$ cat src/common/cpu_cfg_pkg.sv
package cpu_cfg_pkg;

    // Data path and register file
    typedef logic [31:0] word_t;
    typedef logic [4:0]  reg_addr_t;

    localparam int num_regs = 32;

    // Memory depths in 32-bit words
    localparam int imem_words = 256;
    localparam int dmem_words = 64;

    // Word indices into each memory, byte offset dropped
    typedef logic [$clog2(imem_words)-1:0] imem_addr_t;
    typedef logic [$clog2(dmem_words)-1:0] dmem_addr_t;

endpackage

$ cat src/hw/reg_file.sv
module reg_file (
    input  logic                  CLK,
    input  logic                  RST,
    input  cpu_cfg_pkg::reg_addr_t rs1,
    input  cpu_cfg_pkg::reg_addr_t rs2,
    input  cpu_cfg_pkg::reg_addr_t rd,
    input  cpu_cfg_pkg::word_t     wdata,
    input  logic                  we,
    output cpu_cfg_pkg::word_t     rdata1,
    output cpu_cfg_pkg::word_t     rdata2
);
    import cpu_cfg_pkg::*;

    word_t regs [num_regs];

    always_ff @(posedge CLK) begin
        if (RST) begin
            for (int i = 0; i < num_regs; i++) begin
                regs[i] <= '0;
            end
        end else if (we) begin
            regs[rd] <= wdata;
        end
    end

    // x0 is hardwired regardless of array contents
    assign rdata1 = (rs1 == '0) ? '0 : regs[rs1];
    assign rdata2 = (rs2 == '0) ? '0 : regs[rs2];

endmodule

$ cat config.mk
export PLATFORM = sky130hd
export DESIGN_NAME = reg_file
export DESIGN_NICKNAME = d
export VERILOG_FILES = /design/src/common/cpu_cfg_pkg.sv /design/src/hw/reg_file.sv
export SDC_FILE = /design/constraint.sdc
export NUM_CORES = 2
export LEC_CHECK = 0
export BUFFER_PORTS_ARGS = -buffer_cell sky130_fd_sc_hd__buf_2
export CAP_MARGIN = 5
export CORE_MARGIN = 2
export CORE_UTILIZATION = 42
export DETAILED_ROUTE_END_ITERATION = 16
export SLEW_MARGIN = 20
export SYNTH_ARGS = -nofsm -noshare
export SYNTH_HDL_FRONTEND = slang
export SYNTH_SLANG_ARGS = --single-unit
$ cat constraint.sdc
create_clock -name CLK -period 3.2 [get_ports CLK]
set_input_delay 0.48 -clock CLK [delete_from_list [all_inputs] [get_ports CLK]]
set_output_delay 0.48 -clock CLK [all_outputs]
set_load 0.1 [all_outputs]
==> reports/qor.yml <==
status: "finished, violations left"
violations: "negative setup slack"
worstMarginPinSlew_ns: 1.11
synth_cell_types: 44
initial_core_util_pct: 42.2
synth_compound_area_share_pct: 3.69
drt-initial-drc-count: 4688
highest_layer: "met5"
antenna_found_initial: 24
post-dp-hpwl_mm: 119
yosysSeqAreaShare_pct: 56.5
finalCriticalPeriod_ns: 3.26
max_freq_mhz: 307
cts-root-buf: "clkbuf_16"
track_usage_pct: 28.1
synthCells: 3555
synthArstFlopShare_pct: 0
grt_pass1_wl_mm: 262
regMostFlops: "regs"
area_growth_pct: 20.2
crit_type: "reg -> out"
synth_ff_type: "edfxtp_1"
p_per_area_nw_per_um2: 525
muxShareOfSynthArea_pct: 22.9
drive_gt1_share_pct: 35.4
ant_nets: 0
clkSinkCount: 1024
synth_adder_area_share_pct: 0
place_area_um2: 60200
synth_top_family_by_area: "multiplexers"
power.leakage_nw: 22.7
final_area_um2: 65400
slew_headroom_pct: 25.8
cp-start-kind: "flip-flop"
io_pins: 114
vias: 35100
finalSetupViolCount: 2
overflow: 0
cp_max_fo: 2
die_area_um2: 133000
syn_nets: 3605
endpoint: "rdata1[15]"
cp.required_ns: 2.72
netlist_area_um2: 54400
port_buffers: 113
yosys_register_bits: 1024
core-area_um2: 129000
rsz0062_at_grt: "yes"
viasPerCell: 6.28
wl_met3_mm: 19.2
maxCapViolCount: 0
cp-end-kind: "output pin"
die_width_um: 364
hold_viol_final: 0
final.setup.tns_ns: -0.0722
globalplace.congestion: 0.870
wl_met1_mm: 75.7
worstPathArrival_ns: 2.78
drv_slew: 0
synth_xor_area_share_pct: 0
hold_class: "in -> reg"
n_fill_cell: 10600
yosys_warnings: 0
cts_tree: "yes"
wire_per_inst_um: 33.4
path_clk_slew_ns: 0.07
holdWs_ns: 0.395
die_h_um: 364
crit_start: "regs[23][15]"
p_clk_share_pct: 36.5
largest_reg_flops: 1024
peakVddDrop_uv: 481
grt_pass1_vias: 35300
wl_mm: 187
p_seq_share_pct: 46.2
routed-wl-met2_mm: 84.8
synth_edf_count: 1024
fin_ws_ns: -0.0602
intPower_mw: 25.0
top_regs: "regs x1024"
syn_area_per_cell_um2: 15.3
post-route-util_pct: 50.7
placement_rows: 132
grt_max_degree: 44
swShare_pct: 27.3
nNetsFinal: 3794
numCtsBuffers: 108
cts-htree-levels: 3
finalCritPeriodShare_pct: 102
yosys.area_share.simple_pct: 13.7
firstDrtPassIters: 5
cts_buffer_depth: 3
switchingPower_mw: 9.38
route.detailed.drc: 0
combPwrFrac_pct: 17.2
-- how the worst min path moves through the flow --
stage          startpoint  slack [ns]  cells past startpoint            to
6_report        wdata[14]        0.39                      2  regs[19][14]
5_1_grt         wdata[14]        0.41                      2   regs[7][14]
4_1_cts         wdata[14]        0.37                      2  regs[17][14]
3_5_place_dp    wdata[14]        1.14                      2   regs[7][14]
3_3_place_gp    wdata[14]        1.13                      2   regs[5][14]
2_1_floorplan   wdata[31]        0.68                      1   regs[0][31]
-- what timing repair did --
action,in CTS,in global routing
hold buffers,0,0
endpoints found under the setup margin,59,53
endpoints found under the hold margin,0,0
pin swaps,23,15
cloned,0,2
gates resized for setup,263,92
setup buffers,2,11
-- power by group through the flow --
stage	clock network, mW	registers, mW	logic, mW
after floorplan	0	16.0	3.45
after global placement	0	16.1	5.34
after detailed placement	0	16.1	5.36
after CTS	12.6	15.9	5.74
after global routing	13.1	15.9	6.09
final	12.5	15.9	5.92
-- worst max-delay path, cell delays in order (launching register included) --
cell and delay [ns]:
edfxtp_1 0.42, mux4_2 0.49, mux4_2 0.59, o22ai_2 0.17
buf_4 0.15, nor3_4 0.05, buf_12 0.18
-- layer usage --
layer  up-vias  global-route usage (%)
met5         -                       0
met4        20                    10.6
met3       349                    6.12
met2      2061                    42.7
met1     18500                    39.7
li1      14200                       -
-- Yosys cell counts, drive strengths merged, types with 5 or more instances --
| master | instances | share of area [%] |
|---|---|---|
| and2 | 1027 | 12 |
| edfxtp | 1024 | 56 |
| mux4 | 464 | 19 |
| clkbuf | 273 | 1.9 |
| mux2i | 161 | 3.0 |
| buf | 117 | 1.4 |
| o22ai | 103 | 1.2 |
| a2111oi | 61 | 0.99 |
| nor3 | 54 | 0.50 |
| a22o | 51 | 0.82 |
| nor2 | 39 | 0.27 |
| mux2 | 34 | 0.70 |
| or2 | 34 | 0.39 |
| a22oi | 18 | 0.25 |
| nor2b | 17 | 0.20 |
| nand2 | 11 | 0.076 |
| a21oi | 10 | 0.092 |
| a211oi | 6 | 0.083 |
| nand2b | 6 | 0.069 |
| nand3 | 5 | 0.046 |
| nand3b | 5 | 0.069 |
| nor4 | 5 | 0.069 |
| o221ai | 5 | 0.080 |
-- cells in the final DEF (no fill, tap or decap), types with 18 or more instances in the layout --
cell type | netlist | final
buf_6 | 10 | 51
and2_1 | 1027 | 1026
clkbuf_16 | 0 | 112
a22o_1 | 51 | 43
buf_2 | 40 | 43
a2111oi_2 | 0 | 22
o22ai_1 | 103 | 75
mux2i_1 | 161 | 161
clkinv_2 | 0 | 27
buf_12 | 0 | 120
a22oi_1 | 18 | 18
buf_4 | 45 | 244
o22ai_2 | 0 | 22
or2_2 | 34 | 33
nor3_4 | 0 | 46
mux4_2 | 464 | 464
edfxtp_1 | 1024 | 1024
clkinv_1 | 0 | 24
a2111oi_4 | 0 | 32
mux2_2 | 34 | 33
-- cell families after synthesis --
| logic type | count (synthesis) |
|---|---|
| buffers and inverters | 393 |
| multiplexers | 659 |
| AND/OR/NAND/NOR | 1213 |
| AO/OA/AOI/OAI | 266 |
| flip-flops | 1024 |
-- metrics by stage --
| step | instances | total power, mW | setup slack (ns) |
|---|---|---|---|
| 6_report | 5586 | 34.3 | -0.0602 |
| 3_5_place_dp | 5365 | 21.5 | -0.643 |
| 4_1_cts | 5562 | 34.2 | -0.0894 |
| 3_3_place_gp | 5365 | 21.4 | -0.666 |
| 5_1_grt | 5576 | 35.1 | -0.0830 |
| 2_1_floorplan | 3555 | 19.4 | -0.657 |
-- final cells by class --
cell class	count	area, um2	area share [%]
Sequential cell	1024	30700	47.0
Clock inverter	70	623	0.952
Multi-Input combinational cell	2138	23800	36.3
Tap cell	1742	2180	3.33
Clock buffer	127	2820	4.31
Antenna cell	13	32.5	0.0497
Timing Repair Buffer	469	5230	8.00
Inverter	3	11.3	0.0172
No activity file was read; power rests on OpenSTA's default activity.
