## src/common/cpu_cfg_pkg.sv

```systemverilog
package cpu_cfg_pkg;

    // Data path and register file
    typedef logic [31:0] word_t;
    typedef logic [4:0]  reg_addr_t;

    localparam int num_regs = 32;

    // Memory depths in 32-bit words
    localparam int imem_words = 256;
    localparam int dmem_words = 64;

    // Word indices into each memory, byte offset dropped
    typedef logic [$clog2(imem_words)-1:0] imem_addr_t;
    typedef logic [$clog2(dmem_words)-1:0] dmem_addr_t;

endpackage

```

## src/common/rv_isa_pkg.sv

```systemverilog
package rv_isa_pkg;

    // Major opcodes of the supported groups
    localparam logic [6:0] op_reg   = 7'b0110011;
    localparam logic [6:0] op_imm   = 7'b0010011;
    localparam logic [6:0] op_load  = 7'b0000011;
    localparam logic [6:0] op_store = 7'b0100011;

    // funct3, shared by register and immediate groups
    localparam logic [2:0] f3_add_sub = 3'b000;
    localparam logic [2:0] f3_sll     = 3'b001;
    localparam logic [2:0] f3_slt     = 3'b010;
    localparam logic [2:0] f3_sltu    = 3'b011;
    localparam logic [2:0] f3_xor     = 3'b100;
    localparam logic [2:0] f3_srl_sra = 3'b101;
    localparam logic [2:0] f3_or      = 3'b110;
    localparam logic [2:0] f3_and     = 3'b111;

    // Word-sized memory accesses only
    localparam logic [2:0] f3_lw = 3'b010;
    localparam logic [2:0] f3_sw = 3'b010;

    localparam logic [6:0] base_funct7 = 7'b0000000;
    localparam logic [6:0] alt_funct7  = 7'b0100000; // sub, sra, srai

    // R-type field layout; other formats reuse the same bits
    typedef struct packed {
        logic [6:0] funct7;
        logic [4:0] rs2;
        logic [4:0] rs1;
        logic [2:0] funct3;
        logic [4:0] rd;
        logic [6:0] opcode;
    } instr_t;

    typedef enum logic [3:0] {
        alu_add,
        alu_sub,
        alu_sll,
        alu_slt,
        alu_sltu,
        alu_xor,
        alu_srl,
        alu_sra,
        alu_or,
        alu_and
    } alu_op_t;

endpackage

```

## src/common/ctrl_if.sv

```systemverilog
interface ctrl_if;
    import cpu_cfg_pkg::*;
    import rv_isa_pkg::*;

    reg_addr_t rs1;
    reg_addr_t rs2;
    reg_addr_t rd;
    word_t     imm;       // Already sign-extended
    alu_op_t   alu_op;
    logic      use_imm;   // Second ALU operand from imm
    logic      reg_write;
    logic      mem_read;
    logic      mem_write;

    modport dec (
        output rs1, rs2, rd, imm, alu_op, use_imm,
        output reg_write, mem_read, mem_write
    );

    modport exe (
        input alu_op, use_imm, imm
    );

    modport res (
        input rd, reg_write, mem_read, mem_write
    );

endinterface

```

## src/core/execute_unit.sv

```systemverilog
module execute_unit (
    ctrl_if.exe                ctl,
    input  cpu_cfg_pkg::word_t op_a,
    input  cpu_cfg_pkg::word_t op_b,
    output cpu_cfg_pkg::word_t result
);
    import cpu_cfg_pkg::*;
    import rv_isa_pkg::*;

    word_t      src_b;
    logic [4:0] shamt;

    assign src_b = ctl.use_imm ? ctl.imm : op_b;
    assign shamt = src_b[4:0]; // RV32 shifts ignore upper bits

    always_comb begin
        case (ctl.alu_op)
            alu_add:  result = op_a + src_b;
            alu_sub:  result = op_a - src_b;
            alu_sll:  result = op_a << shamt;
            alu_slt:  result = word_t'($signed(op_a) < $signed(src_b));
            alu_sltu: result = word_t'(op_a < src_b);
            alu_xor:  result = op_a ^ src_b;
            alu_srl:  result = op_a >> shamt;
            alu_sra:  result = word_t'($signed(op_a) >>> shamt);
            alu_or:   result = op_a | src_b;
            alu_and:  result = op_a & src_b;
            default:  result = '0;
        endcase
    end

endmodule

```

## src/flat_wrapper.sv

```systemverilog
// flat-port wrapper written by rule: the top's interface ports become plain ports
module execute_unit_flat import cpu_cfg_pkg::*; import rv_isa_pkg::*;
  (op_a, op_b, result, ctl_alu_op, ctl_use_imm, ctl_imm);
  ctrl_if ctl_i ();
  input  cpu_cfg_pkg::word_t op_a;
  input  cpu_cfg_pkg::word_t op_b;
  output cpu_cfg_pkg::word_t result;
  input wire logic [$bits(ctl_i.alu_op)-1:0] ctl_alu_op;
  input wire logic [$bits(ctl_i.use_imm)-1:0] ctl_use_imm;
  input wire logic [$bits(ctl_i.imm)-1:0] ctl_imm;
  assign ctl_i.alu_op = ctl_alu_op;
  assign ctl_i.use_imm = ctl_use_imm;
  assign ctl_i.imm = ctl_imm;
  execute_unit u_core (.ctl(ctl_i), .op_a(op_a), .op_b(op_b), .result(result));
endmodule
```

## config.mk

```make
export PLATFORM = sky130hd
export DESIGN_NAME = execute_unit_flat
export DESIGN_NICKNAME = d
export VERILOG_FILES = /design/src/common/cpu_cfg_pkg.sv /design/src/common/rv_isa_pkg.sv /design/src/common/ctrl_if.sv /design/src/core/execute_unit.sv /design/src/flat_wrapper.sv
export SDC_FILE = /design/constraint.sdc
export NUM_CORES = 1
export LEC_CHECK = 0
export BUFFER_PORTS_ARGS = -buffer_cell sky130_fd_sc_hd__buf_4
export CAP_MARGIN = 20
export CORE_MARGIN = 2
export CORE_UTILIZATION = 30
export DETAILED_ROUTE_END_ITERATION = 8
export GPL_TIMING_DRIVEN = 0
export PLACE_DENSITY = 0.45
export SYNTH_ARGS = -nofsm -noshare
export SYNTH_HDL_FRONTEND = slang
export SYNTH_SLANG_ARGS = --single-unit
```

## constraint.sdc

```tcl
create_clock -name vclk -period 7.55
set_input_delay 0 -clock vclk [all_inputs]
set_output_delay 0 -clock vclk [all_outputs]
set_load 0.005 [all_outputs]
```

==> impl_metrics.env <==
export IMPL_status="finished clean"
export IMPL_fin_crit_ns=5.228
export IMPL_syn_nets=1577
export IMPL_drive_above_1_share_pct=14.69
export IMPL_cp_data_required_time_ns=7.55
export IMPL_fp_coreArea_mm2=0.02980
export IMPL_worstMarginPinSlew_ns=1.124
export IMPL_stdcell_area_mm2=0.01065
export IMPL_p_leak_nw=4.734
export IMPL_synth_area_leaders="mux2i_1 (14%), ha_1 (13%), a21oi_1 (6.6%)"
export IMPL_drtAntennaViolNets=0
export IMPL_cts_resized=0
export IMPL_vias=11990
export IMPL_die_width_um=178.5
export IMPL_cpMostUsedCell="buf_4"
export IMPL_post_cts_setup_buffers=0
export IMPL_ios=133
export IMPL_hpwl_um=45620
export IMPL_yosysTopAreaCellShare_pct=14.25
export IMPL_die_y_um=178.5
export IMPL_cts_hold_buf=0
export IMPL_cp_slowest_stage_delay_ns=0.80
export IMPL_initial_core_util_pct=30.64
export IMPL_drc=0
export IMPL_dp_worst_setup_slack_ns=2.273
export IMPL_rows=63
export IMPL_cp_start_kind="primary input"
export IMPL_fin_cells=1901
export IMPL_finalPower_w=0.001060
export IMPL_setup_violations=0
export IMPL_placed_cell_area_mm2=0.01065
export IMPL_rsz0062_at_grt="false"
export IMPL_drt_initial_drc_count=1731
export IMPL_grt_pass1_vias=11270
export IMPL_drtPass1Iterations=5
export IMPL_clkbuf_count=0
export IMPL_multi_input_area_mm2=0.008298
export IMPL_p_per_area_mw_per_mm2=99.53
export IMPL_wl_um=55530
export IMPL_tns_ns=0
export IMPL_ys_seq_area_share_pct=0
export IMPL_fmax_ghz=0.1913
export IMPL_regArea_um2=0
export IMPL_end_kind="output port"
export IMPL_hold_violations=0
export IMPL_path_max_fanout=10
export IMPL_worstPathArrival_ns=5.23
export IMPL_grt_pass1_wl_um=78790
export IMPL_yosys_cell_types_count=82
export IMPL_critPathKind="in2out"
export IMPL_period_share_pct=69.24
export IMPL_routedWlPerCell_um=29.21
export IMPL_track_usage_pct=33.89
export IMPL_antenna_cells=0
export IMPL_grt_max_degree=13
export IMPL_port_buffer_count=133
export IMPL_setup_slack_ns=2.322
export IMPL_yosysWarnings=0
export IMPL_ir_worst_vdd_mv=0.02690
export IMPL_min_path_type="in2out"
export IMPL_syn_mean_instance_area_um2=6.635
export IMPL_viasPerCell=6.309
export IMPL_syn_inst=1376
export IMPL_numPlacedInstances=1901
export IMPL_path_cells="buf_4 > buf_4 > buf_1 > buf_1 > mux2i_1 > ha_1 > buf_2 > nand2_1 > nor3_1 > o21ai_1 > nor4_2 > o21ai_2 > o21a_1 > or4_1 > a21oi_1 > or3_1 > buf_4"
export IMPL_antenna_found_initial=2
export IMPL_fillers=3379
export IMPL_slew_headroom_pct=24.82
export IMPL_grt_overflow_total=0
export IMPL_slowest_stage="buf_1"
export IMPL_syn_cell_area_mm2=0.009130
export IMPL_n_sequential_cell=0
export IMPL_syn_to_final_growth_pct=16.69
export IMPL_place_congestion=1.046
export IMPL_slew_violations=0
export IMPL_synth_top_cell_by_area="mux2i_1"
export IMPL_max_cap_violations=0
export IMPL_nets=1714
export IMPL_dieArea_mm2=0.03184
==> final cells by class <==
class              instances  area share, %
multi-input cells       1173          77.89
well taps                390          4.580
plain buffers            106          4.439
repair buffers           135          9.677
inverters                 97          3.417
==> report_power, final <==
group,switching (W),internal [W]
Combinational,0.000692,0.000368
Sequential,0,0
Clock,0,0
==> synthesized netlist by cell type, drive strengths merged, types with 11 or more instances <==
cell	instances
a211oi	31
a21oi	122
a221oi	26
a22oi	15
a31oi	22
buf	51
clkbuf	55
ha	98
inv	97
mux2i	133
mux4	13
nand2	137
nand2b	14
nand3	27
nor2	132
nor3	27
o211ai	33
o21a	11
o21ai	109
o21bai	11
o22ai	18
o31ai	13
or3	13
xnor2	22
==> per-layer routing <==
metal | vias to the layer above | track usage, % | part of all wire, %
li1 | 5366 | - | -
met1 | 5847 | 48.23 | 43
met2 | 686 | 52.54 | 43
met3 | 94 | 5.264 | 9.7
met4 | 0 | 9.350 | 3.4
met5 | - | 0 | 0
==> placed cells by master (no fill, tap or decap), types with 18 or more instances in the layout <==
cell / Yosys / routed
clkbuf_1: 55 / 55
ha_1: 98 / 98
xnor2_1: 22 / 22
a211oi_1: 31 / 31
a221oi_1: 26 / 26
buf_4: 5 / 138
o21ai_0: 71 / 71
o211ai_1: 32 / 32
o22ai_1: 18 / 18
nor2_1: 132 / 132
nand3_1: 27 / 27
mux2i_1: 130 / 130
o21ai_1: 37 / 37
a21oi_1: 121 / 121
buf_2: 33 / 34
inv_1: 89 / 89
nand2_1: 136 / 136
a31oi_1: 21 / 21
nor3_1: 27 / 26
==> worst max-delay path: cells and delay by family <==
| kind | cells | cell delay, ns |
|---|---|---|
| compound gates | 4 | 0.81 |
| buf+inv | 6 | 2.20 |
| mux | 1 | 0.36 |
| fa+ha+maj | 1 | 0.37 |
| simple gates | 5 | 1.45 |
==> path summary, 6_finish.rpt <==
check / startpoint / to / slack (ns) / cells past startpoint
worst min-delay path: op_b[12] / result[12] / 0.74 / 7
worst max-delay path: ctl_use_imm / result[29] / 2.32 / 17
==> cells by family after synthesis <==
logic type	after synthesis	synth area share, %
xor+xnor	27	2.590
simple gates	406	20.04
buf+inv	203	9.168
mux	148	18.45
fa+ha+maj	100	13.87
compound gates	492	35.89
==> stage by stage <==
step / utilization [%] / hold WS (ns)
after global placement: 35.63 / 0.7183
final: 35.76 / 0.7379
after CTS: 35.76 / 0.7337
after floorplan: - / 0.3177
after global routing: 35.76 / 0.7809
after detailed placement: 35.76 / 0.7341
Power figures use the tool's default switching activity.
