[config.mk]
export PLATFORM = sky130hd
export DESIGN_NAME = decode_unit_flat
export DESIGN_NICKNAME = d
export VERILOG_FILES = /design/src/common/cpu_cfg_pkg.sv /design/src/common/rv_isa_pkg.sv /design/src/common/ctrl_if.sv /design/src/core/decode_unit.sv /design/src/flat_wrapper.sv
export SDC_FILE = /design/constraint.sdc
export NUM_CORES = 1
export LEC_CHECK = 0
export ABC_AREA = 1
export BUFFER_PORTS_ARGS = -buffer_cell sky130_fd_sc_hd__buf_2
export CAP_MARGIN = 20
export CORE_MARGIN = 2
export CORE_UTILIZATION = 31
export DETAILED_ROUTE_END_ITERATION = 16
export PLACE_DENSITY_LB_ADDON = 0.15
export SYNTH_ARGS = -nofsm -noshare
export SYNTH_HDL_FRONTEND = slang
export SYNTH_SLANG_ARGS = --single-unit
[constraint.sdc]
create_clock -name vclk -period 0.8
set_input_delay 0.12 -clock vclk [all_inputs]
set_output_delay 0.12 -clock vclk [all_outputs]
set_load 0.02 [all_outputs]
[src/common/cpu_cfg_pkg.sv]
package cpu_cfg_pkg;

    // Data path and register file
    typedef logic [31:0] word_t;
    typedef logic [4:0]  reg_addr_t;

    localparam int num_regs = 32;

    // Memory depths in 32-bit words
    localparam int imem_words = 256;
    localparam int dmem_words = 64;

    // Word indices into each memory, byte offset dropped
    typedef logic [$clog2(imem_words)-1:0] imem_addr_t;
    typedef logic [$clog2(dmem_words)-1:0] dmem_addr_t;

endpackage

[src/common/rv_isa_pkg.sv]
package rv_isa_pkg;

    // Major opcodes of the supported groups
    localparam logic [6:0] op_reg   = 7'b0110011;
    localparam logic [6:0] op_imm   = 7'b0010011;
    localparam logic [6:0] op_load  = 7'b0000011;
    localparam logic [6:0] op_store = 7'b0100011;

    // funct3, shared by register and immediate groups
    localparam logic [2:0] f3_add_sub = 3'b000;
    localparam logic [2:0] f3_sll     = 3'b001;
    localparam logic [2:0] f3_slt     = 3'b010;
    localparam logic [2:0] f3_sltu    = 3'b011;
    localparam logic [2:0] f3_xor     = 3'b100;
    localparam logic [2:0] f3_srl_sra = 3'b101;
    localparam logic [2:0] f3_or      = 3'b110;
    localparam logic [2:0] f3_and     = 3'b111;

    // Word-sized memory accesses only
    localparam logic [2:0] f3_lw = 3'b010;
    localparam logic [2:0] f3_sw = 3'b010;

    localparam logic [6:0] base_funct7 = 7'b0000000;
    localparam logic [6:0] alt_funct7  = 7'b0100000; // sub, sra, srai

    // R-type field layout; other formats reuse the same bits
    typedef struct packed {
        logic [6:0] funct7;
        logic [4:0] rs2;
        logic [4:0] rs1;
        logic [2:0] funct3;
        logic [4:0] rd;
        logic [6:0] opcode;
    } instr_t;

    typedef enum logic [3:0] {
        alu_add,
        alu_sub,
        alu_sll,
        alu_slt,
        alu_sltu,
        alu_xor,
        alu_srl,
        alu_sra,
        alu_or,
        alu_and
    } alu_op_t;

endpackage

[src/common/ctrl_if.sv]
interface ctrl_if;
    import cpu_cfg_pkg::*;
    import rv_isa_pkg::*;

    reg_addr_t rs1;
    reg_addr_t rs2;
    reg_addr_t rd;
    word_t     imm;       // Already sign-extended
    alu_op_t   alu_op;
    logic      use_imm;   // Second ALU operand from imm
    logic      reg_write;
    logic      mem_read;
    logic      mem_write;

    modport dec (
        output rs1, rs2, rd, imm, alu_op, use_imm,
        output reg_write, mem_read, mem_write
    );

    modport exe (
        input alu_op, use_imm, imm
    );

    modport res (
        input rd, reg_write, mem_read, mem_write
    );

endinterface

[src/core/decode_unit.sv]
module decode_unit (
    input rv_isa_pkg::instr_t instr,
    ctrl_if.dec               ctl
);
    import cpu_cfg_pkg::*;
    import rv_isa_pkg::*;

    word_t imm_i;
    word_t imm_s;
    logic  reg_fields_ok;
    logic  imm_fields_ok;
    logic  shift_alt;

    function automatic alu_op_t alu_sel(logic [2:0] f3, logic alt);
        case (f3)
            f3_add_sub: return alt ? alu_sub : alu_add;
            f3_sll:     return alu_sll;
            f3_slt:     return alu_slt;
            f3_sltu:    return alu_sltu;
            f3_xor:     return alu_xor;
            f3_srl_sra: return alt ? alu_sra : alu_srl;
            f3_or:      return alu_or;
            default:    return alu_and;
        endcase
    endfunction

    assign imm_i = {{20{instr.funct7[6]}}, instr.funct7, instr.rs2}; // I format
    assign imm_s = {{20{instr.funct7[6]}}, instr.funct7, instr.rd};  // S format

    // Only add/sub and srl/sra accept the alternate funct7
    assign reg_fields_ok = (instr.funct7 == base_funct7) ||
                           ((instr.funct7 == alt_funct7) &&
                            (instr.funct3 == f3_add_sub || instr.funct3 == f3_srl_sra));

    // Upper immediate bits are free except for the shift forms
    always_comb begin
        case (instr.funct3)
            f3_sll:     imm_fields_ok = (instr.funct7 == base_funct7);
            f3_srl_sra: imm_fields_ok = (instr.funct7 == base_funct7) ||
                                        (instr.funct7 == alt_funct7);
            default:    imm_fields_ok = 1'b1;
        endcase
    end

    assign shift_alt = (instr.funct3 == f3_srl_sra) && instr.funct7[5]; // srai only

    always_comb begin
        ctl.rs1       = instr.rs1;
        ctl.rs2       = instr.rs2;
        ctl.rd        = instr.rd;
        ctl.imm       = imm_i;
        ctl.alu_op    = alu_add; // Also the address adder for lw/sw
        ctl.use_imm   = 1'b0;
        ctl.reg_write = 1'b0;
        ctl.mem_read  = 1'b0;
        ctl.mem_write = 1'b0;

        case (instr.opcode)
            op_reg: begin
                ctl.alu_op    = alu_sel(instr.funct3, instr.funct7[5]);
                ctl.reg_write = reg_fields_ok;
            end
            op_imm: begin
                ctl.use_imm   = 1'b1;
                ctl.alu_op    = alu_sel(instr.funct3, shift_alt);
                ctl.reg_write = imm_fields_ok;
            end
            op_load: begin
                ctl.use_imm   = 1'b1;
                ctl.reg_write = (instr.funct3 == f3_lw);
                ctl.mem_read  = (instr.funct3 == f3_lw);
            end
            op_store: begin
                ctl.use_imm   = 1'b1;
                ctl.imm       = imm_s;
                ctl.mem_write = (instr.funct3 == f3_sw);
            end
            default: ; // Unsupported, retires as no-op
        endcase
    end

endmodule

[src/flat_wrapper.sv]
// flat-port wrapper written by rule: the top's interface ports become plain ports
module decode_unit_flat import cpu_cfg_pkg::*; import rv_isa_pkg::*;
  (instr, ctl_rs1, ctl_rs2, ctl_rd, ctl_imm, ctl_alu_op, ctl_use_imm, ctl_reg_write, ctl_mem_read, ctl_mem_write);
  ctrl_if ctl_i ();
  input rv_isa_pkg::instr_t instr;
  output wire logic [$bits(ctl_i.rs1)-1:0] ctl_rs1;
  output wire logic [$bits(ctl_i.rs2)-1:0] ctl_rs2;
  output wire logic [$bits(ctl_i.rd)-1:0] ctl_rd;
  output wire logic [$bits(ctl_i.imm)-1:0] ctl_imm;
  output wire logic [$bits(ctl_i.alu_op)-1:0] ctl_alu_op;
  output wire logic [$bits(ctl_i.use_imm)-1:0] ctl_use_imm;
  output wire logic [$bits(ctl_i.reg_write)-1:0] ctl_reg_write;
  output wire logic [$bits(ctl_i.mem_read)-1:0] ctl_mem_read;
  output wire logic [$bits(ctl_i.mem_write)-1:0] ctl_mem_write;
  assign ctl_rs1 = ctl_i.rs1;
  assign ctl_rs2 = ctl_i.rs2;
  assign ctl_rd = ctl_i.rd;
  assign ctl_imm = ctl_i.imm;
  assign ctl_alu_op = ctl_i.alu_op;
  assign ctl_use_imm = ctl_i.use_imm;
  assign ctl_reg_write = ctl_i.reg_write;
  assign ctl_mem_read = ctl_i.mem_read;
  assign ctl_mem_write = ctl_i.mem_write;
  decode_unit u_core (.instr(instr), .ctl(ctl_i));
endmodule
==> metrics.cfg <==
[logic_synthesis]
yosysTopAreaCellShare = 0.463
synth_common_cells = buf_4, nand2_1, inv_1
synthTopCellsByArea = buf_4, nand2_1, inv_1, o21ai_2, nor2_1
netlist_instances = 116
syn_area_um2 = 681
postSynthAreaPerCell_um2 = 5.87
ys_warn_count = 0
ys_types = 15
ys_seq_area_frac = 0
yosysTopAreaCell = buf_4
yosysMostFrequentCell = buf_4
synth_nets = 148

[run_status]
violations = setup timing
status = finished, violations left

[clock_network]
ctsHoldBuffers = 0

[global_routing]
gr-total-overflow = 0
grt_pass1_vias = 634
grt.total_usage = 0.121
grt_max_degree = 22
grt_busiest_layer = met2
grt_antenna_before_repair = 0
grt_pass1_wl_um = 2620
grt_use_met3 = 0.0175
grt_use_met1 = 0.151
grtUsageMet2 = 0.228

[finish]
nFillCells = 210
layout.clock_buffers = 0
ff_latch_area_um2 = 0
syn2layout_area_growth_pct = 68.7
diodes = 0
drive_gt1_frac = 0.753
fin_nets = 196
seq_cells = 0
multi_input_area_um2 = 463

[placed_design]
gp_congestion = 0.746
placement.io_buffers = 77
pre_cts_ws_ns = -0.434
hpwl_um = 1470

[power]
power.total_mw = 0.581
peakVddDrop_mv = 0.282
powerDensity_nw_per_um2 = 506
leakage_nw = 0.628

[floorplanning]
initial_core_util = 0.337
coreArea_um2 = 2020
ioPinCount = 87
num_rows = 16
dieWidth_um = 50.9
die_h_um = 50.9
die-area_um2 = 2590

[timing]
fmax_ghz = 0.847
min_period_over_period = 1.48
period_needed_ns = 1.18
worst_slack_ns = -0.381
slew_headroom = 0.845
hold_viol = 0
rsz0062_at_grt = yes
tightest_slew_ns = 0.232
whs_ns = 0.240
setup-violations-final = 13
slew_viol_final = 0

[critical_path]
end_kind = primary output
worst-path-buf-inv = 3
critPathMaxFanout = 4
arrival_ns = 1.06
crit_chain = buf_6 -> nor3_4 -> buf_6 -> nand3_4 -> nor3b_4 -> buf_6
critPathMaxStageDelay_ns = 0.22
cp-start-kind = primary input
worstPathRequired_ns = 0.68
path_common_cell = buf_6
crit_type = in -> out
critPathSlowestCell = nor3_4
critPathTopFamily = simple AND/OR/NAND/NOR gates

[detailed_routing]
vias = 770
ant_nets = 0
first_pass_iters = 2
wl_um = 1670
detail_route.iter0.violations = 1
avgRoutedWirePerCell_um = 8.85
viasPerCell = 4.07
drc = 0

[hold_path]
hp-class = in -> out
hold_depth = 0
hold_end = ctl_rs1[1]
hp-start = instr[16]

[flow_run]
max_cap_violations = 0

-- report_power, final --
part	leakage (nW)	internal [mW]	total, mW	switching, mW
Clock	0	0	0	0
Sequential	0	0	0	0
Combinational	0.628	0.236	0.581	0.345
-- kinds of logic after synthesis --
logic type             count (synthesis)  share of synthesized area
AOI/OAI and AO/OA                     10                      0.108
buffers and inverters                 59                      0.570
and+or+nand+nor                       47                      0.322
-- through the flow --
step	util	setup TNS (ns)	std cells	instance area, µm²
2_1_floorplan	-	-1.71	116	797
3_3_place_gp	0.485	-4.62	189	981
3_5_place_dp	0.485	-4.73	189	981
4_1_cts	0.544	-4.09	189	1100
5_1_grt	0.568	-4.81	189	1150
6_report	0.568	-4.17	189	1150
-- cell usage in the layout (no fill, tap or decap), types with 2 or more instances in the layout --
cell	instances
inv_1	10
nand2_2	6
nand3_1	5
nor3_4	2
buf_2	61
inv_2	5
nor2_4	4
nand2_1	14
nand2_4	4
o21ai_4	5
buf_4	11
o211ai_1	2
buf_6	16
nor2_1	7
a21oi_4	2
-- how the worst max path moves through the flow --
| stage | from | endpoint | slack [ns] | cells after the start |
|---|---|---|---|---|
| 6_report | instr[3] | ctl_alu_op[2] | -0.38 | 6 |
| 5_1_grt | instr[3] | ctl_imm[2] | -0.43 | 6 |
| 4_1_cts | instr[3] | ctl_imm[2] | -0.37 | 7 |
| 3_5_place_dp | instr[3] | ctl_alu_op[2] | -0.43 | 6 |
| 3_3_place_gp | instr[3] | ctl_alu_op[2] | -0.43 | 6 |
| 2_1_floorplan | instr[3] | ctl_imm[0] | -0.18 | 4 |
-- metal layers --
layer | part of all wire | vias up
li1 | - | 409
met3 | 0.12 | 2
met5 | 0 | -
met4 | 0.0024 | 0
met2 | 0.52 | 39
met1 | 0.37 | 320
-- cell type report --
| class | instances | area share |
|---|---|---|
| Timing Repair Buffer | 90 | 0.519 |
| Multi-Input combinational cell | 57 | 0.403 |
| Inverter | 15 | 0.0490 |
| Tap cell | 27 | 0.0294 |
-- what timing repair did --
item                                    in CTS  in global routing
gates resized for setup                     34                 16
pin swaps                                    2                  9
endpoints found under the setup margin      13                 13
buffers inserted                             0                  0
No activity file was read; power rests on OpenSTA's default activity.
