===== config.mk =====
export PLATFORM = sky130hd
export DESIGN_NAME = result_unit_flat
export DESIGN_NICKNAME = d
export VERILOG_FILES = /design/src/common/cpu_cfg_pkg.sv /design/src/common/rv_isa_pkg.sv /design/src/common/ctrl_if.sv /design/src/core/result_unit.sv /design/src/flat_wrapper.sv
export SDC_FILE = /design/constraint.sdc
export NUM_CORES = 1
export LEC_CHECK = 0
export BUFFER_PORTS_ARGS = -buffer_cell sky130_fd_sc_hd__buf_2
export CORE_AREA = 2 2 72 74
export DETAILED_ROUTE_END_ITERATION = 16
export DIE_AREA = 0 0 74 76
export GPL_ROUTABILITY_DRIVEN = 0
export PLACE_DENSITY = 0.63
export RECOVER_POWER = 25
export SYNTH_ARGS = -nofsm -noshare
export SYNTH_HDL_FRONTEND = slang
export SYNTH_SLANG_ARGS = --single-unit
export TNS_END_PERCENT = 10

===== constraint.sdc =====
create_clock -name vclk -period 1.52
set_input_delay 0.076 -clock vclk [all_inputs]
set_output_delay 0.076 -clock vclk [all_outputs]
set_load 0.02 [all_outputs]

===== src/common/cpu_cfg_pkg.sv =====
package cpu_cfg_pkg;

    // Data path and register file
    typedef logic [31:0] word_t;
    typedef logic [4:0]  reg_addr_t;

    localparam int num_regs = 32;

    // Memory depths in 32-bit words
    localparam int imem_words = 256;
    localparam int dmem_words = 64;

    // Word indices into each memory, byte offset dropped
    typedef logic [$clog2(imem_words)-1:0] imem_addr_t;
    typedef logic [$clog2(dmem_words)-1:0] dmem_addr_t;

endpackage


===== src/common/rv_isa_pkg.sv =====
package rv_isa_pkg;

    // Major opcodes of the supported groups
    localparam logic [6:0] op_reg   = 7'b0110011;
    localparam logic [6:0] op_imm   = 7'b0010011;
    localparam logic [6:0] op_load  = 7'b0000011;
    localparam logic [6:0] op_store = 7'b0100011;

    // funct3, shared by register and immediate groups
    localparam logic [2:0] f3_add_sub = 3'b000;
    localparam logic [2:0] f3_sll     = 3'b001;
    localparam logic [2:0] f3_slt     = 3'b010;
    localparam logic [2:0] f3_sltu    = 3'b011;
    localparam logic [2:0] f3_xor     = 3'b100;
    localparam logic [2:0] f3_srl_sra = 3'b101;
    localparam logic [2:0] f3_or      = 3'b110;
    localparam logic [2:0] f3_and     = 3'b111;

    // Word-sized memory accesses only
    localparam logic [2:0] f3_lw = 3'b010;
    localparam logic [2:0] f3_sw = 3'b010;

    localparam logic [6:0] base_funct7 = 7'b0000000;
    localparam logic [6:0] alt_funct7  = 7'b0100000; // sub, sra, srai

    // R-type field layout; other formats reuse the same bits
    typedef struct packed {
        logic [6:0] funct7;
        logic [4:0] rs2;
        logic [4:0] rs1;
        logic [2:0] funct3;
        logic [4:0] rd;
        logic [6:0] opcode;
    } instr_t;

    typedef enum logic [3:0] {
        alu_add,
        alu_sub,
        alu_sll,
        alu_slt,
        alu_sltu,
        alu_xor,
        alu_srl,
        alu_sra,
        alu_or,
        alu_and
    } alu_op_t;

endpackage


===== src/common/ctrl_if.sv =====
interface ctrl_if;
    import cpu_cfg_pkg::*;
    import rv_isa_pkg::*;

    reg_addr_t rs1;
    reg_addr_t rs2;
    reg_addr_t rd;
    word_t     imm;       // Already sign-extended
    alu_op_t   alu_op;
    logic      use_imm;   // Second ALU operand from imm
    logic      reg_write;
    logic      mem_read;
    logic      mem_write;

    modport dec (
        output rs1, rs2, rd, imm, alu_op, use_imm,
        output reg_write, mem_read, mem_write
    );

    modport exe (
        input alu_op, use_imm, imm
    );

    modport res (
        input rd, reg_write, mem_read, mem_write
    );

endinterface


===== src/core/result_unit.sv =====
module result_unit (
    ctrl_if.res                        ctl,
    input  cpu_cfg_pkg::word_t         alu_result,
    input  cpu_cfg_pkg::word_t         load_data,
    input  cpu_cfg_pkg::word_t         store_src,
    output logic                       wb_en,
    output cpu_cfg_pkg::reg_addr_t     wb_rd,
    output cpu_cfg_pkg::word_t         wb_data,
    output logic                       store_en,
    output cpu_cfg_pkg::dmem_addr_t    store_addr,
    output cpu_cfg_pkg::word_t         store_data,
    output cpu_cfg_pkg::dmem_addr_t    load_addr
);
    import cpu_cfg_pkg::*;

    dmem_addr_t word_idx;

    // Drop byte offset, upper bits wrap the index
    assign word_idx = alu_result[$bits(dmem_addr_t)+1:2];

    assign wb_en   = ctl.reg_write && (ctl.rd != '0); // x0 stays zero
    assign wb_rd   = ctl.rd;
    assign wb_data = ctl.mem_read ? load_data : alu_result;

    assign store_en   = ctl.mem_write;
    assign store_addr = word_idx;
    assign store_data = store_src; // rs2 value

    assign load_addr = word_idx;

endmodule


===== src/flat_wrapper.sv =====
// flat-port wrapper written by rule: the top's interface ports become plain ports
module result_unit_flat import cpu_cfg_pkg::*;
  (alu_result, load_data, store_src, wb_en, wb_rd, wb_data, store_en, store_addr, store_data, load_addr, ctl_rd, ctl_reg_write, ctl_mem_read, ctl_mem_write);
  ctrl_if ctl_i ();
  input  cpu_cfg_pkg::word_t alu_result;
  input  cpu_cfg_pkg::word_t load_data;
  input  cpu_cfg_pkg::word_t store_src;
  output logic wb_en;
  output cpu_cfg_pkg::reg_addr_t wb_rd;
  output cpu_cfg_pkg::word_t wb_data;
  output logic store_en;
  output cpu_cfg_pkg::dmem_addr_t store_addr;
  output cpu_cfg_pkg::word_t store_data;
  output cpu_cfg_pkg::dmem_addr_t load_addr;
  input wire logic [$bits(ctl_i.rd)-1:0] ctl_rd;
  input wire logic [$bits(ctl_i.reg_write)-1:0] ctl_reg_write;
  input wire logic [$bits(ctl_i.mem_read)-1:0] ctl_mem_read;
  input wire logic [$bits(ctl_i.mem_write)-1:0] ctl_mem_write;
  assign ctl_i.rd = ctl_rd;
  assign ctl_i.reg_write = ctl_reg_write;
  assign ctl_i.mem_read = ctl_mem_read;
  assign ctl_i.mem_write = ctl_mem_write;
  result_unit u_core (.ctl(ctl_i), .alu_result(alu_result), .load_data(load_data), .store_src(store_src), .wb_en(wb_en), .wb_rd(wb_rd), .wb_data(wb_data), .store_en(store_en), .store_addr(store_addr), .store_data(store_data), .load_addr(load_addr));
endmodule

==> results of run 1 <==
[worst max-delay path by stage]
stage | endpoint | slack, ps | depth (start not counted)
after floorplan | wb_en | 620 | 2
after CTS | wb_en | 420 | 4
final | wb_en | 420 | 4
after global placement | wb_en | 440 | 4
after global routing | wb_en | 400 | 4
after detailed placement | wb_en | 430 | 4
[report_power, final]
part           internal [mW]  total [mW]  switching (mW)
Sequential                 0           0               0
Clock                      0           0               0
Combinational          0.189       0.398           0.209
[metal layers]
| metal | share of wire | GRT usage | vias to the layer above |
|---|---|---|---|
| met5 | 0 | 0 | - |
| met4 | 0.014 | 0.00909 | 0 |
| met3 | 0.11 | 0.00397 | 6 |
| met2 | 0.53 | 0.139 | 63 |
| met1 | 0.34 | 0.0647 | 329 |
| li1 | - | - | 383 |
[layout by cell type, fill, tap and decap left out]
| cell type | netlist | layout |
|---|---|---|
| buf_12 | 0 | 1 |
| buf_2 | 0 | 121 |
| mux2_1 | 2 | 2 |
| mux2_2 | 30 | 30 |
| o21a_1 | 1 | 1 |
| or4_1 | 1 | 1 |
[logic make-up (layout without fill, tap and decap cells)]
kind of cell	after synthesis	in the layout	share of synthesized area
buffers and inverters	54	122	0.518
AOI/OAI and AO/OA	1	1	0.00965
muxes	32	32	0.463
and+or+nand+nor	1	1	0.00965
[area by class of cell]
type,instances,area (µm²),share of cell area
repair buffers,122,626,0.575
multi-input cells,34,375,0.345
well taps,70,87.6,0.0805
[per-stage QoR]
stage                     utilization  setup slack, ps  power (mW)  instances  area (µm²)
after CTS                       0.222              422       0.404        226        1090
after global routing            0.222              402       0.425        226        1090
after floorplan                     -              618       0.380         88         778
after global placement          0.222              435       0.397        226        1090
final                           0.222              425       0.398        226        1090
after detailed placement        0.222              425       0.402        226        1090
==> results.ini, run 1 <==
[logic_synthesis]
synthCells = 88
syn_nets = 192
synth_top_area_frac = 0.511
synth_area_um2 = 778
yosysTopAreaCell = buf_4
synthTopCellsByCount = 53 x buf_4, 30 x mux2_2, 2 x mux2_1
post-synth-top-count-cell = buf_4
synth_area_leaders = buf_4 51%, mux2_2 43%, mux2_1 2.9%, o21a_1 0.96%, or4_1 0.96%
yosysWarnings = 0
ys_types = 6
seq_area_frac_synth = 0
avgSynthCellArea_um2 = 8.84

[sta]
period_needed_ps = 1100
worstMarginPinSlew_ps = 176
drv_slew = 0
hold_ws_ps = 152
setup_viol = 0
hold_viol = 0
rsz0062_at_grt = false
timing.setup.tns_ps = 0
fin_crit_sh = 0.721
maxSlewHeadroom = 0.882
fmax_ghz = 0.913

[floorplanning]
dieWidth_um = 74
core_area_mm2 = 0.00491
rows = 26
die-area_mm2 = 0.00562
initial_utilization = 0.158
num_io_pins = 187
die_h_um = 76

[layout]
clockBufferCount = 0
final_nets = 262
seq_cell_count = 0
syn_to_final_growth_pct = 39.9
antenna_cells = 0
regArea_um2 = 0
num-fill-cells = 536
layout-drive-gt1-share = 0.974

[setup_path]
crit_path_end_kind = output port
critical_path.slowest_cell = or4_1
cp.arrival_ps = 1020
crit_family = simple AND/OR/NAND/NOR gates
worstPathMaxFanout = 2
path_cells = buf_2 > or4_1 > o21a_1 > buf_2
crit_start = ctl_rd[0]
start_kind = input pin
max_stage_delay_ps = 510
crit_type = in2out
path_buf_inv = 2
crit_required_ps = 1440
cp_common_cell = buf_2

[placement]
dpl.hpwl_mm = 2.02
portBuffers = 121

[hold_path]
holdCritPathClass = in2out
hold_end = store_data[12]
hold_path_startpoint = store_src[12]
hold_depth = 0

[drt]
first_pass_iters = 2
viasPerCell = 3.46
routedWlPerCell_um = 10.1
drc_errors = 0
num_vias = 781
wl_mm = 2.29
ant_nets = 0
drt_iter0_drc = 1

[flow_run]
maxCapViolations = 0

[pwr]
p_leak_nw = 0.614
power_density_mw_per_mm2 = 366
ir_worst_vdd_mv = 0.120

[outcome]
outcome = complete, no violations

[global_routing]
grt_pass1_wl_mm = 2.99
grt_pass1_vias = 698
track_usage = 0.0649
grt-ovfl-total = 0
antenna_found_initial = 0
grt_max_degree = 33

[clocking]
post_cts_buffers = 0
cts-resized-gates = 0
hold_buffers = 0

(Power assumes the default switching activity.)
==> run 2, diff against run 1 <==
--- a/config.mk
+++ b/config.mk
@@ -10,7 +10,7 @@
 export DETAILED_ROUTE_END_ITERATION = 16
 export DIE_AREA = 0 0 74 76
 export GPL_ROUTABILITY_DRIVEN = 0
-export PLACE_DENSITY = 0.63
+export PLACE_DENSITY = 0.65
 export RECOVER_POWER = 25
 export SYNTH_ARGS = -nofsm -noshare
 export SYNTH_HDL_FRONTEND = slang
==> constraint.sdc (replaced) <==
create_clock -name vclk -period 1
set_input_delay 0.05 -clock vclk [all_inputs]
set_output_delay 0.05 -clock vclk [all_outputs]
set_load 0.02 [all_outputs]
==> results.ini, run 2 (same netlist as run 1, synthesis figures left out) <==
[floorplanning]
num_io_pins = 187
rows = 26
die_h_um = 76
initial_utilization = 0.158
core_area_mm2 = 0.00491
dieWidth_um = 74
die-area_mm2 = 0.00562

[sta]
layout_setup_ws_ps = -12.7
worstMarginPinSlew_ps = 146
fmax_ghz = 0.987
drv_slew = 0
setup_viol = 1
fin_crit_sh = 1.01
hold_viol = 0
rsz0062_at_grt = true
period_needed_ps = 1010
maxSlewHeadroom = 0.903

[pwr]
ir_worst_vdd_mv = 0.225
p_switching_mw = 0.320
p_leak_nw = 0.625
p_int_mw = 0.297
power_density_mw_per_mm2 = 553
swShare = 0.519
combPwrFrac = 1.000
p_seq_frac = 0
clkPwrFrac = 0
power.total_mw = 0.617

[clocking]
hold_buffers = 0

[setup_path]
crit_required_ps = 950
cp.depth = 4
crit_family = simple AND/OR/NAND/NOR gates
crit_path_end_kind = output port
worstPathMaxFanout = 2
critical_path.slowest_cell = or4_1
cp.arrival_ps = 960
cp_common_cell = buf_6
max_stage_delay_ps = 500
crit_start = ctl_rd[4]
path_cells = buf_6 > or4_1 > o21a_1 > buf_6
crit_type = in2out
endpoint = wb_en
path_buf_inv = 2
start_kind = input pin

[drt]
viasPerCell = 3.58
routedWlPerCell_um = 10.3
wl_mm = 2.34
ant_nets = 0
num_vias = 813
drt_iter0_drc = 4
first_pass_iters = 4
drc_errors = 0

[layout]
layout-drive-gt1-share = 0.975
syn_to_final_growth_pct = 43.2
layout_common_cells = 118 x buf_2, 30 x mux2_2, 3 x buf_6
final_nets = 263
layout_commonest_cell = buf_2
antenna_cells = 0
regArea_um2 = 0
stdcell_count = 227
seq_cell_count = 0
clockBufferCount = 0

[placement]
place_inst = 227
portBuffers = 121
dpl.hpwl_mm = 2.11

[global_routing]
antenna_found_initial = 0
grt_pass1_vias = 733
track_usage = 0.0678
grt-ovfl-total = 0
grt_max_degree = 22
grt_pass1_wl_mm = 3.18

[hold_path]
holdCritPathClass = in2out

[flow_run]
maxCapViolations = 0

[outcome]
violations = negative setup slack
outcome = complete, but fails checks

-- run 2: cell types whose count changed in the layout (fill, tap and decap cells not counted), sizes merged --
cell / previous run / this run
buf: 122 / 123
-- run 2: worst min path at each step --
stage | end | slack (ps) | depth (start not counted) | from
2_1_floorplan | load_addr[0] | 210 | 1 | alu_result[2]
3_3_place_gp | store_data[16] | 100 | 0 | store_src[16]
3_5_place_dp | store_data[16] | 100 | 0 | store_src[16]
4_1_cts | store_data[16] | 100 | 0 | store_src[16]
5_1_grt | store_data[29] | 100 | 0 | store_src[29]
6_report | store_data[10] | 100 | 0 | store_src[10]
-- run 2: metal layers --
| metal | wire (µm) | share of wire | global-route usage |
|---|---|---|---|
| met1 | 805 | 0.34 | 0.0759 |
| met2 | 1200 | 0.51 | 0.130 |
| met3 | 274 | 0.12 | 0.00661 |
| met4 | 65 | 0.028 | 0.0182 |
| met5 | 0 | 0 | 0 |
-- run 2: power groups by stage --
stage / clock network [mW] / registers [mW] / logic [mW]
final: 0 / 0 / 0.617
after global routing: 0 / 0 / 0.658
after CTS: 0 / 0 / 0.623
after detailed placement: 0 / 0 / 0.616
after global placement: 0 / 0 / 0.605
after floorplan: 0 / 0 / 0.578
-- run 2: cell type report --
type                            count  area [µm²]
Multi-Input combinational cell     34         375
Tap cell                           70        87.6
Fill cell                         556        3800
Timing Repair Buffer              123         652
-- run 2: metrics by stage --
step / utilization / setup TNS (ps) / cell area, µm² / hold WS, ps / setup WS, ps
after detailed placement: 0.223 / -40.9 / 1100 / 100 / -40.9
after CTS: 0.226 / -34.2 / 1110 / 100 / -34.2
after floorplan: - / 0 / 778 / 213 / 150
final: 0.227 / -12.7 / 1110 / 100 / -12.7
after global placement: 0.223 / -27.4 / 1100 / 100 / -27.4
after global routing: 0.227 / -32.6 / 1110 / 100 / -32.6
-- run 2: timing repair --
| action | 4_1_cts | 5_1_grt |
|---|---|---|
| gates resized for setup | 3 | 1 |
| pin swaps | 2 | 1 |
| setup endpoints to repair | 1 | 1 |
| buffers inserted | 0 | 0 |
==> run 3, diff against run 2 <==
--- a/config.mk
+++ b/config.mk
@@ -6,11 +6,13 @@
 export NUM_CORES = 1
 export LEC_CHECK = 0
 export BUFFER_PORTS_ARGS = -buffer_cell sky130_fd_sc_hd__buf_2
-export CORE_AREA = 2 2 72 74
+export CELL_PAD_IN_SITES_DETAIL_PLACEMENT = 1
+export CELL_PAD_IN_SITES_GLOBAL_PLACEMENT = 1
+export CORE_MARGIN = 5
+export CORE_UTILIZATION = 11
 export DETAILED_ROUTE_END_ITERATION = 16
-export DIE_AREA = 0 0 74 76
 export GPL_ROUTABILITY_DRIVEN = 0
-export PLACE_DENSITY = 0.65
+export PLACE_DENSITY = 0.85
 export RECOVER_POWER = 25
 export SYNTH_ARGS = -nofsm -noshare
 export SYNTH_HDL_FRONTEND = slang
==> results.ini, run 3 (same netlist as run 1, synthesis figures left out) <==
[outcome]
outcome = complete, but fails checks
violations = negative setup slack

[global_routing]
antenna_found_initial = 0
track_usage = 0.0518
grt_pass1_vias = 846
grt-ovfl-total = 0
grt_pass1_wl_mm = 3.86
grt_max_degree = 19

[sta]
fmax_ghz = 0.972
setup_viol = 1
rsz0062_at_grt = true
fin_crit_sh = 1.03
maxSlewHeadroom = 0.912
period_needed_ps = 1030
hold_ws_ps = 100
drv_slew = 0
layout_setup_ws_ps = -29.0
hold_viol = 0
worstMarginPinSlew_ps = 132
timing.setup.tns_ps = -29.0

[floorplanning]
core_area_mm2 = 0.00683
initial_utilization = 0.114
dieWidth_um = 94.1
die-area_mm2 = 0.00886
num_io_pins = 187
die_h_um = 94.1
rows = 30

[layout]
syn_to_final_growth_pct = 49.5
clockBufferCount = 0
multi_input_area_um2 = 379
regArea_um2 = 0
seq_cell_count = 0
antenna_cells = 0
final_nets = 263
stdcell_count = 253
layout-drive-gt1-share = 0.981
layout_common_cells = 118 x buf_2, 30 x mux2_2, 3 x buf_6
fin_util = 0.170
stdcell_area_mm2 = 0.00116
num-fill-cells = 854
layout_commonest_cell = buf_2

[drt]
drc_errors = 0
drt_iter0_drc = 7
routedWlPerCell_um = 11.2
first_pass_iters = 2
ant_nets = 0
viasPerCell = 3.37
wl_mm = 2.83
num_vias = 853

[setup_path]
crit_required_ps = 950
cp.arrival_ps = 980
start_kind = input pin
worstPathMaxFanout = 2
crit_path_end_kind = output port
crit_type = in2out

[clocking]
hold_buffers = 0
post_cts_buffers = 0

[placement]
portBuffers = 121
dpl.hpwl_mm = 2.62
place_inst = 253
placed_area_mm2 = 0.00114

[flow_run]
maxCapViolations = 0

[pwr]
ir_worst_vdd_mv = 0.176
p_leak_nw = 0.631
power_density_mw_per_mm2 = 537

[hold_path]
holdCritPathClass = in2out

## run 3: cell types whose count changed in the layout (fill, tap and decap cells not counted)
cell    delta
buf_12     +1
buf_4      -1
or4_1      -1
or4_4      +1
## run 3: area by class of cell
type	instances	area share
well taps	96	0.103
multi-input cells	34	0.326
repair buffers	123	0.571
## run 3: stage by stage
step / setup slack (ps) / power (mW)
after floorplan: 150 / 0.578
final: -29.0 / 0.624
after CTS: -52.5 / 0.633
after global placement: -25.7 / 0.612
after global routing: -46.1 / 0.668
after detailed placement: -57.8 / 0.625
## run 3: repair_timing
item / 4_1_cts / 5_1_grt
cloned: 0 / 0
gates resized for setup: 3 / 2
pin swaps: 2 / 1
endpoints found under the setup margin: 1 / 1
## run 3: power breakdown
part	switching [mW]	total, mW	internal, mW
sequential	0	0	0
combinational	0.321	0.624	0.303
clock	0	0	0
total	0.321	0.624	0.303
## run 3: worst max-delay path, cell delays in order
cell    delay, ps
buf_6          90
or4_4         510
o21a_1        200
buf_6         130
## run 3: path summary, 6_finish.rpt
path,from,to,slack [ps],cells past startpoint
worst max-delay path,ctl_rd[4],wb_en,-30,4
worst min-delay path,store_src[12],store_data[12],100,0
## run 3: metal layers
| layer | vias to the layer above | global-route usage | part of all wire |
|---|---|---|---|
| met2 | 78 | 0.114 | 0.56 |
| met1 | 379 | 0.0450 | 0.27 |
| li1 | 384 | - | - |
| met3 | 12 | 0.0120 | 0.16 |
| met5 | - | 0 | 0 |
| met4 | 0 | 0.0132 | 0.015 |
